<file path="src/design/bch_pkg.sv">
package bch_pkg;

	// ==================================================
	// BCH(63,51), t = 2
	// ==================================================
	localparam int BCH_N = 63;
	localparam int BCH_K = 51;
	localparam int BCH_T = 2;

	// bit position inside a codeword, 0..62
	typedef logic [$clog2(BCH_N)-1:0] bch_pos_t;

	// error or root count, wide enough for t + 1
	typedef logic [$clog2(BCH_T+2)-1:0] bch_cnt_t;

endpackage

</file>
<file path="src/design/gf_pkg.sv">
package gf_pkg;

	// ==================================================
	// GF(2^6) with primitive polynomial x^6 + x + 1
	// ==================================================
	localparam int GF_M = 6;
	localparam logic [GF_M-1:0] GF_POLY = 6'b000011;    // x^6 folds back to x + 1

	typedef logic [GF_M-1:0] gf_elem_t;

	// shift-and-add multiply, reduced on every shift
	function automatic gf_elem_t gf_mul(input gf_elem_t a, input gf_elem_t b);
		gf_elem_t acc;
		gf_elem_t sh;
		acc = '0;
		sh  = a;
		for (int i = 0; i < GF_M; i++) begin
			if (b[i])
				acc ^= sh;
			sh = sh[GF_M-1] ? ({sh[GF_M-2:0], 1'b0} ^ GF_POLY) : {sh[GF_M-2:0], 1'b0};
		end
		return acc;
	endfunction

	function automatic gf_elem_t gf_sq(input gf_elem_t a);
		return gf_mul(a, a);
	endfunction

	function automatic gf_elem_t gf_alpha_pow(input int unsigned e);
		gf_elem_t    r;
		int unsigned n;
		r = gf_elem_t'(1);
		n = e % ((1 << GF_M) - 1);          // alpha^63 = 1
		for (int i = 0; i < (1 << GF_M) - 1; i++) begin
			if (i < n)
				r = gf_mul(r, gf_elem_t'(2));    // alpha is x, i.e. 2
		end
		return r;
	endfunction

endpackage

</file>
<file path="src/design/bch_ifs.sv">
`timescale 1ns/1ps

// odd syndromes of one frame
interface syndrome_if;
	import gf_pkg::*;

	gf_elem_t s1;
	gf_elem_t s3;
	logic     valid;
	logic     ready;

	modport src (output s1, s3, valid, input ready);
	modport dst (input s1, s3, valid, output ready);
endinterface

// scaled error locator lam0 + lam1*x + lam2*x^2
interface locator_if;
	import gf_pkg::*;
	import bch_pkg::*;

	gf_elem_t lam0;
	gf_elem_t lam1;
	gf_elem_t lam2;
	bch_cnt_t degree;     // BM length, may be 3
	logic     valid;
	logic     ready;

	modport src (output lam0, lam1, lam2, degree, valid, input ready);
	modport dst (input lam0, lam1, lam2, degree, valid, output ready);
endinterface

// roots found by the chien search
interface roots_if;
	import bch_pkg::*;

	bch_pos_t loc0;       // lower position
	bch_pos_t loc1;
	bch_cnt_t count;
	bch_cnt_t degree;
	logic     valid;
	logic     ready;

	modport src (output loc0, loc1, count, degree, valid, input ready);
	modport dst (input loc0, loc1, count, degree, valid, output ready);
endinterface

</file>
<file path="src/design/bch_decoder.sv">
`timescale 1ns/1ps

module bch_decoder (
	input  logic              i_clk,
	input  logic              i_rst,
	input  logic              i_bit,
	input  logic              i_valid,
	output logic              o_ready,
	output bch_pkg::bch_pos_t o_loc,
	output logic              o_loc_valid,
	input  logic              i_loc_ready,
	output logic              o_done,
	output bch_pkg::bch_cnt_t o_num_err,
	output logic              o_fail
);

	syndrome_if u_syn_if ();
	locator_if  u_lam_if ();
	roots_if    u_roots_if ();

	// ==================================================
	// syndrome
	// ==================================================
	syndrome_calc u_syndrome_calc (
		.i_clk   (i_clk),
		.i_rst   (i_rst),
		.i_bit   (i_bit),
		.i_valid (i_valid),
		.o_ready (o_ready),
		.o_syn   (u_syn_if)     // s1, s3
	);

	// ==================================================
	// ibm
	// ==================================================
	ibm_solver u_ibm_solver (
		.i_clk (i_clk),
		.i_rst (i_rst),
		.i_syn (u_syn_if),
		.o_loc (u_lam_if)       // lam0..lam2, degree
	);

	// ==================================================
	// chien search
	// ==================================================
	chien_search u_chien_search (
		.i_clk   (i_clk),
		.i_rst   (i_rst),
		.i_lam   (u_lam_if),
		.o_roots (u_roots_if)   // loc0, loc1, count
	);

	error_report u_error_report (
		.i_clk       (i_clk),
		.i_rst       (i_rst),
		.i_loc_ready (i_loc_ready),
		.i_roots     (u_roots_if),
		.o_loc       (o_loc),
		.o_loc_valid (o_loc_valid),
		.o_done      (o_done),
		.o_num_err   (o_num_err),
		.o_fail      (o_fail)
	);

endmodule

</file>
<file path="src/design/chien_search.sv">
`timescale 1ns/1ps

module chien_search (
	input  logic   i_clk,
	input  logic   i_rst,
	locator_if.dst i_lam,
	roots_if.src   o_roots
);
	import gf_pkg::*;
	import bch_pkg::*;

	logic     busy;                 // search running
	logic     load;
	logic     hit;
	bch_pos_t step;                 // position under test
	gf_elem_t lam0_q;
	gf_elem_t term1;                // lam1 * alpha^-step
	gf_elem_t term2;                // lam2 * alpha^-2*step

	assign load          = i_lam.valid & i_lam.ready;
	assign i_lam.ready   = ~(busy | o_roots.valid);
	assign hit           = ((lam0_q ^ term1 ^ term2) == '0);

	always_ff @(posedge i_clk) begin
		if (i_rst) begin
			busy          <= 1'b0;
			step          <= '0;
			o_roots.valid <= 1'b0;
		end else if (load) begin
			busy <= 1'b1;
			step <= '0;
		end else if (busy) begin
			if (step == bch_pos_t'(BCH_N - 1)) begin
				busy          <= 1'b0;
				o_roots.valid <= 1'b1;
			end else begin
				step <= step + 1'b1;
			end
		end else if (o_roots.valid && o_roots.ready) begin
			o_roots.valid <= 1'b0;
		end
	end

	always_ff @(posedge i_clk) begin
		if (load) begin
			lam0_q         <= i_lam.lam0;
			term1          <= i_lam.lam1;
			term2          <= i_lam.lam2;
			o_roots.degree <= i_lam.degree;
			o_roots.count  <= '0;
		end else if (busy) begin
			term1 <= gf_mul(term1, gf_alpha_pow(BCH_N - 1));
			term2 <= gf_mul(term2, gf_alpha_pow(BCH_N - 2));
			if (hit && o_roots.count != bch_cnt_t'(BCH_T + 1)) begin
				o_roots.count <= o_roots.count + 1'b1;    // saturates at t+1
				if (o_roots.count == '0)
					o_roots.loc0 <= step;
				else if (o_roots.count == bch_cnt_t'(1))
					o_roots.loc1 <= step;
			end
		end
	end

	a_step_range: assert property (@(posedge i_clk) disable iff (i_rst)
		busy |-> step <= bch_pos_t'(BCH_N - 1));

endmodule

</file>
<file path="src/design/error_report.sv">
`timescale 1ns/1ps

module error_report (
	input  logic              i_clk,
	input  logic              i_rst,
	input  logic              i_loc_ready,
	roots_if.dst              i_roots,
	output bch_pkg::bch_pos_t o_loc,
	output logic              o_loc_valid,
	output logic              o_done,
	output bch_pkg::bch_cnt_t o_num_err,
	output logic              o_fail
);
	import bch_pkg::*;

	bch_pos_t loc0_q;
	bch_pos_t loc1_q;
	bch_cnt_t cnt_q;
	logic     fail_q;
	logic     idx;              // which location is on o_loc
	logic     load;
	logic     fail_in;

	assign load          = i_roots.valid & i_roots.ready;
	assign i_roots.ready = ~(o_loc_valid | o_done);
	// roots must match the locator degree
	assign fail_in   = (i_roots.count != i_roots.degree) || (i_roots.count > bch_cnt_t'(BCH_T));
	assign o_loc     = idx ? loc1_q : loc0_q;
	assign o_num_err = fail_q ? '0 : cnt_q;
	assign o_fail    = fail_q;

	always_ff @(posedge i_clk) begin
		if (i_rst) begin
			o_loc_valid <= 1'b0;
			o_done      <= 1'b0;
			idx         <= 1'b0;
			fail_q      <= 1'b0;
			cnt_q       <= '0;
		end else begin
			o_done <= 1'b0;
			if (load) begin
				idx    <= 1'b0;
				fail_q <= fail_in;
				cnt_q  <= i_roots.count;
				if (fail_in || i_roots.count == '0)
					o_done <= 1'b1;                 // nothing to stream
				else
					o_loc_valid <= 1'b1;
			end else if (o_loc_valid && i_loc_ready) begin
				if (idx || cnt_q == bch_cnt_t'(1)) begin
					o_loc_valid <= 1'b0;
					o_done      <= 1'b1;
				end else begin
					idx <= 1'b1;
				end
			end
		end
	end

	always_ff @(posedge i_clk) begin
		if (load) begin
			loc0_q <= i_roots.loc0;
			loc1_q <= i_roots.loc1;
		end
	end

	a_done_alone: assert property (@(posedge i_clk) disable iff (i_rst)
		!(o_loc_valid && o_done));

endmodule

</file>
<file path="src/design/ibm_solver.sv">
`timescale 1ns/1ps

module ibm_solver (
	input  logic    i_clk,
	input  logic    i_rst,
	syndrome_if.dst i_syn,
	locator_if.src  o_loc
);
	import gf_pkg::*;

	logic       iter_pend;              // second iteration still to run
	logic       load;
	gf_elem_t   s1_q;
	gf_elem_t   s3_q;
	gf_elem_t   b1_q;                   // x^1 term of correction poly
	gf_elem_t   gam_q;
	logic [1:0] len_q;
	gf_elem_t   op_l0, op_l1, op_l2;
	gf_elem_t   op_b0, op_b1, op_gam, op_sa;
	logic [1:0] op_len;
	gf_elem_t   delta;
	logic       swap;
	gf_elem_t   nx_l0, nx_l1, nx_l2, nx_b1, nx_gam;
	logic [1:0] nx_len;

	assign load        = i_syn.valid & i_syn.ready;
	assign i_syn.ready = ~(iter_pend | o_loc.valid);

	// ==================================================
	// one iBM step, shared by both iterations
	// ==================================================
	always_comb begin
		op_l0  = load ? gf_elem_t'(1) : o_loc.lam0;
		op_l1  = load ? '0 : o_loc.lam1;
		op_l2  = load ? '0 : o_loc.lam2;
		op_b0  = gf_elem_t'(load);          // no constant term once stepped
		op_b1  = load ? '0 : b1_q;
		op_gam = load ? gf_elem_t'(1) : gam_q;
		op_len = load ? 2'd0 : len_q;
		op_sa  = load ? i_syn.s1 : s3_q;
		delta  = gf_mul(op_l0, op_sa) ^ gf_mul(op_l1, gf_sq(s1_q)) ^ gf_mul(op_l2, s1_q);
		swap   = (delta != '0) && (op_len <= (load ? 2'd0 : 2'd1));
		nx_l0  = gf_mul(op_gam, op_l0);
		nx_l1  = gf_mul(op_gam, op_l1) ^ gf_mul(delta, op_b0);
		nx_l2  = gf_mul(op_gam, op_l2) ^ gf_mul(delta, op_b1);
		nx_b1  = swap ? op_l0 : '0;         // x*lam or x^2*B
		nx_gam = swap ? delta : op_gam;
		nx_len = swap ? ((load ? 2'd1 : 2'd3) - op_len) : op_len;
	end

	always_ff @(posedge i_clk) begin
		if (i_rst) begin
			iter_pend   <= 1'b0;
			o_loc.valid <= 1'b0;
		end else if (load) begin
			iter_pend <= 1'b1;
		end else if (iter_pend) begin
			iter_pend   <= 1'b0;
			o_loc.valid <= 1'b1;
		end else if (o_loc.valid && o_loc.ready) begin
			o_loc.valid <= 1'b0;
		end
	end

	always_ff @(posedge i_clk) begin
		if (load) begin
			s1_q <= i_syn.s1;
			s3_q <= i_syn.s3;
		end
		if (load || iter_pend) begin
			o_loc.lam0 <= nx_l0;
			o_loc.lam1 <= nx_l1;
			o_loc.lam2 <= nx_l2;
			b1_q       <= nx_b1;
			gam_q      <= nx_gam;
			len_q      <= nx_len;
		end
	end

	assign o_loc.degree = len_q;

	a_loc_stable: assert property (@(posedge i_clk) disable iff (i_rst)
		o_loc.valid && !o_loc.ready |=> o_loc.valid && $stable(o_loc.lam0)
			&& $stable(o_loc.lam1) && $stable(o_loc.lam2) && $stable(o_loc.degree));

endmodule

</file>
<file path="src/design/syndrome_calc.sv">
`timescale 1ns/1ps

module syndrome_calc (
	input  logic    i_clk,
	input  logic    i_rst,
	input  logic    i_bit,
	input  logic    i_valid,
	output logic    o_ready,
	syndrome_if.src o_syn
);
	import gf_pkg::*;
	import bch_pkg::*;

	bch_pos_t bit_cnt;          // bits taken in this frame
	gf_elem_t acc1;
	gf_elem_t acc3;
	gf_elem_t acc1_nxt;
	gf_elem_t acc3_nxt;
	logic     take;
	logic     last;

	assign o_ready = ~o_syn.valid;          // hold input while result waits
	assign take    = i_valid & o_ready;
	assign last    = (bit_cnt == bch_pos_t'(BCH_N - 1));

	// horner steps for r(alpha) and r(alpha^3), first bit is x^62
	always_comb begin
		acc1_nxt    = (bit_cnt == '0) ? '0 : gf_mul(acc1, gf_alpha_pow(1));
		acc3_nxt    = (bit_cnt == '0) ? '0 : gf_mul(acc3, gf_alpha_pow(3));
		acc1_nxt[0] = acc1_nxt[0] ^ i_bit;
		acc3_nxt[0] = acc3_nxt[0] ^ i_bit;
	end

	always_ff @(posedge i_clk) begin
		if (i_rst) begin
			bit_cnt     <= '0;
			o_syn.valid <= 1'b0;
		end else begin
			if (o_syn.valid && o_syn.ready)
				o_syn.valid <= 1'b0;
			if (take) begin
				if (last) begin
					bit_cnt     <= '0;
					o_syn.valid <= 1'b1;
				end else begin
					bit_cnt <= bit_cnt + 1'b1;
				end
			end
		end
	end

	always_ff @(posedge i_clk) begin
		if (take) begin
			acc1 <= acc1_nxt;
			acc3 <= acc3_nxt;
			if (last) begin
				o_syn.s1 <= acc1_nxt;   // final sums
				o_syn.s3 <= acc3_nxt;
			end
		end
	end

	a_no_take_while_held: assert property (@(posedge i_clk) disable iff (i_rst)
		o_syn.valid |=> bit_cnt == '0 && $stable(o_syn.s1) && $stable(o_syn.s3));

endmodule

</file>
<file path="config.mk">
export PLATFORM = sky130hd
export DESIGN_NAME = bch_decoder
export DESIGN_NICKNAME = d
export VERILOG_FILES = /design/src/design/bch_pkg.sv /design/src/design/gf_pkg.sv /design/src/design/bch_ifs.sv /design/src/design/bch_decoder.sv /design/src/design/chien_search.sv /design/src/design/error_report.sv /design/src/design/ibm_solver.sv /design/src/design/syndrome_calc.sv
export SDC_FILE = /design/constraint.sdc
export NUM_CORES = 1
export LEC_CHECK = 0
export BUFFER_PORTS_ARGS = -buffer_cell sky130_fd_sc_hd__buf_2
export CAP_MARGIN = 20
export CORE_ASPECT_RATIO = 1.25
export CORE_MARGIN = 4
export CORE_UTILIZATION = 65
export CTS_BUF_LIST = sky130_fd_sc_hd__clkbuf_8
export CTS_CLUSTER_DIAMETER = 30
export DETAILED_ROUTE_END_ITERATION = 10
export PLACE_DENSITY = 0.8
export SLEW_MARGIN = 20
export SYNTH_ARGS = -nofsm -noshare
export SYNTH_HDL_FRONTEND = slang
export SYNTH_SLANG_ARGS = --single-unit
</file>
<file path="constraint.sdc">
create_clock -name i_clk -period 13.94 [get_ports i_clk]
set_clock_uncertainty 0.15 [all_clocks]
set_input_delay 2.788 -clock i_clk [delete_from_list [all_inputs] [get_ports i_clk]]
set_output_delay 2.788 -clock i_clk [all_outputs]
set_load 0.1 [all_outputs]
</file>
==> qor.yml <==
status:
  run_status: "completed"
global_routing:
  grt_pass1_wl_um: 33380
  antenna_found_initial: 0
  grt-ovfl-total: 0
  grt_pass1_vias: 6446
  track_usage_pct: 26.58
  grt_start_max_net_pins: 40
clock_network:
  cts_resized: 0
  clock_latency_ns: 0.46
  max-clock-path-buffers: 2
  cts_tree: "built"
  htreeDepth: 4
  cts_buffers: 17
  clk_pin_slew_ns: 0.09
  ctsHoldBuffers: 0
  cts_sinks: 137
  post-cts-setup-buffer-count: 0
  root_buffer: "clkbuf_8"
setup_path:
  slowest_stage: "edfxtp_1"
  end_kind: "flip-flop"
  path_class: "flip-flop to flip-flop"
  worst-path-max-fanout: 16
  required_ns: 13.99
  cp_cell_sequence: "ha_1 > xor2_1 > mux2i_1 > xnor2_1 > nand2_1 > xor2_1 > xnor3_1 > a21oi_1 > inv_1 > ha_1 > nand2_1 > xor2_1 > xnor2_1 > xnor2_1 > xnor2_1 > xnor2_1 > xnor3_1 > xnor2_1 > nor2_1"
  worst_path_most_repeated_cell: "xnor2_1"
  crit_start: "u_ibm_solver.s1_q[5]"
  cpPeakStageDelay_ns: 0.63
  crit_arrival_ns: 5.70
  r2r_cells: 19
  r2r-start: "u_ibm_solver.s1_q[5]"
  critPathLaunchType: "flip-flop"
floorplan:
  rows: 48
  die_area_mm2: 0.01646
  start_util_pct: 67.17
  die_w_um: 115.6
  ios: 17
  die_h_um: 142.4
  core-area_mm2: 0.01399
sta:
  setup_tns_ns: 0
  tightest_slew_ns: 0.9204
  slew_viol_final: 0
  setup_viol: 0
  grt_setup_unrepaired: "no"
  fin_crit_ns: 5.645
  fmax_mhz: 177.1
  slew_headroom_pct: 38.64
  hold_viol_final: 0
  finalCritPeriodShare_pct: 40.50
cells_and_area:
  multi_input_comb_area_mm2: 0.005169
  nets: 998
  layout-drive-gt1-share_pct: 9.538
  fin_util_pct: 70.92
  area_delta_synth_final_pct: 5.591
  ff_latch_area_mm2: 0.003864
  fillCellCount: 1044
  antennaDiodeCount: 0
placement:
  place_congestion: 0.9535
  port_buffers: 16
  dp_hpwl_um: 13960
route:
  num_vias: 6766
  dr.first_iter.drc_count: 585
  finalWirelength_um: 20680
  viasPerCell: 5.778
  antenna_left: 0
  first_pass_iters: 7
  drc_errors: 0
  wl_per_cell_um: 17.66
job:
  drv_cap: 0
synthesis:
  synth_top_cell_by_area: "edfxtp_1"
  synth_area_mm2: 0.009399
  synth_cells: 1007
  ys.flop_type: "edfxtp_1"
  ys_seq_area_share_pct: 41.11
  yosys_warnings: 0
  synth-seq-cells: 137
  yosysUniqueCellTypes: 57
  syn_nets: 1022
  netlist.area_leader.share_pct: 35.78
  synth_edf_count: 112
  async_flop_share_pct: 0
  synth_area_leaders: "edfxtp_1 (36%), xnor2_1 (16%), nand2_1 (9.0%)"
  avgSynthCellArea_um2: 9.334
worst_hold_path:
  min_path_type: "flip-flop to flip-flop"
  min_path_cells: 0
  min-delay-start: "u_chien_search.o_roots.loc0[4]"
power:
  power.density_mw_per_mm2: 80.54
  p_leak_nw: 3.738
  ir_drop_mv: 0.07692
path summary, 6_finish.rpt:
kind                                endpoint  slack, ns
setup reg to reg  u_ibm_solver.o_loc.lam2[2]       8.29
hold / removal      u_error_report.loc0_q[4]       0.27
hold reg to reg     u_error_report.loc0_q[4]       0.27
setup / recovery  u_ibm_solver.o_loc.lam2[2]       8.29
cell usage after synthesis (12+ instances only):
master    instances
nand2_1         225
xnor2_1         171
edfxtp_1        112
nor2_1           68
xor2_1           68
clkbuf_1         56
a21oi_1          34
dfxtp_1          25
inv_1            22
mux2_2           21
o21ai_0          21
nor2b_1          15
mux2i_1          14
nand3_1          12
xnor3_1          12
cells in the final DEF, fill, tap and decap left out, types with 3 or more instances in the layout:
master      n
and3b_1     3
nand3_1    12
o22ai_1     7
nor3_1      8
nor2b_1    15
o211ai_1    5
inv_1      22
mux2_2     21
edfxtp_1  112
clkbuf_8   18
mux2i_1    14
a21boi_0    4
a22oi_1     4
xnor3_1    12
xor2_1     68
buf_2      16
or2_2       6
and2_1      7
a21oi_1    34
or3_1       4
inv_6       4
dfxtp_1    25
a31oi_1     3
xnor2_1   171
nand2b_1   11
o21ai_0    21
nand2_1   225
ha_1       10
buf_4      14
nand4_1     7
nor2_1     67
cells by family after synthesis:
logic type | after synthesis | share of synthesized area [%]
compound gates | 97 | 6.323
xor+xnor | 253 | 25.67
fa+ha+maj | 10 | 1.331
buf+inv | 95 | 4.034
flops | 137 | 41.11
mux | 35 | 4.007
simple gates | 380 | 17.53
sequential cells by signal (all words and copies together), names as in the netlist, 6 cells and up:
signal                       count
u_ibm_solver.o_loc.lam2          6
u_chien_search.o_roots.loc0      6
u_chien_search.o_roots.loc1      6
u_syndrome_calc.o_syn.s3         6
u_syndrome_calc.acc3             6
u_ibm_solver.o_loc.lam0          6
u_ibm_solver.o_loc.lam1          6
u_ibm_solver.b1_q                6
u_chien_search.term2             6
u_error_report.loc1_q            6
u_ibm_solver.s3_q                6
u_chien_search.step              6
u_syndrome_calc.o_syn.s1         6
u_ibm_solver.gam_q               6
u_chien_search.lam0_q            6
u_syndrome_calc.acc1             6
u_error_report.loc0_q            6
u_syndrome_calc.bit_cnt          6
u_ibm_solver.s1_q                6
u_chien_search.term1             6
final cells by class:
class	instances	share of cell area (%)
flip-flops and latches	137	38.93
multi-input cells	775	52.08
clock buffers	18	2.496
inverters	22	0.8321
clock inverters	14	1.588
repair buffers	30	1.866
well taps	175	2.206
routing by layer:
metal,routed length [um],vias to the layer above,global-route usage [%]
met2,10220,276,43.45
li1,-,3276,-
met5,0,-,0
met3,1350,53,4.892
met1,8307,3161,34.12
met4,799,0,12.55
critical path: cells and delay by family (launching register included):
kind                       cells  cell delay [ns]
AOI/OAI and AO/OA              1             0.54
xor gates and xnor gates      11             2.71
adders and majority gates      2             0.84
buffers and inverters          1             0.12
DFF                            1             0.63
muxes                          1             0.10
and+or+nand+nor                3             0.28
through the flow:
| step | hold WS (ns) | instances | power [mW] | setup WS, ns | area (um^2) |
|---|---|---|---|---|---|
| floorplan | 0.2503 | 1007 | 0.4659 | 8.866 | 9399 |
| global placement | 0.2506 | 1139 | 0.4694 | 8.505 | 9517 |
| detailed placement | 0.2545 | 1139 | 0.4706 | 8.391 | 9517 |
| CTS | 0.2721 | 1171 | 0.8039 | 8.341 | 9922 |
| global route | 0.2789 | 1171 | 0.8245 | 7.762 | 9925 |
| finish | 0.2716 | 1171 | 0.7993 | 8.295 | 9925 |
where the power goes:
part	internal (mW)	total [mW]	leakage (nW)	switching, mW
combinational	0.00646	0.0157	2.31	0.00925
clock	0.167	0.338	0.200	0.171
sequential	0.443	0.445	1.22	0.00276
total	0.617	0.799	3.74	0.183
(Power assumes the default switching activity.)
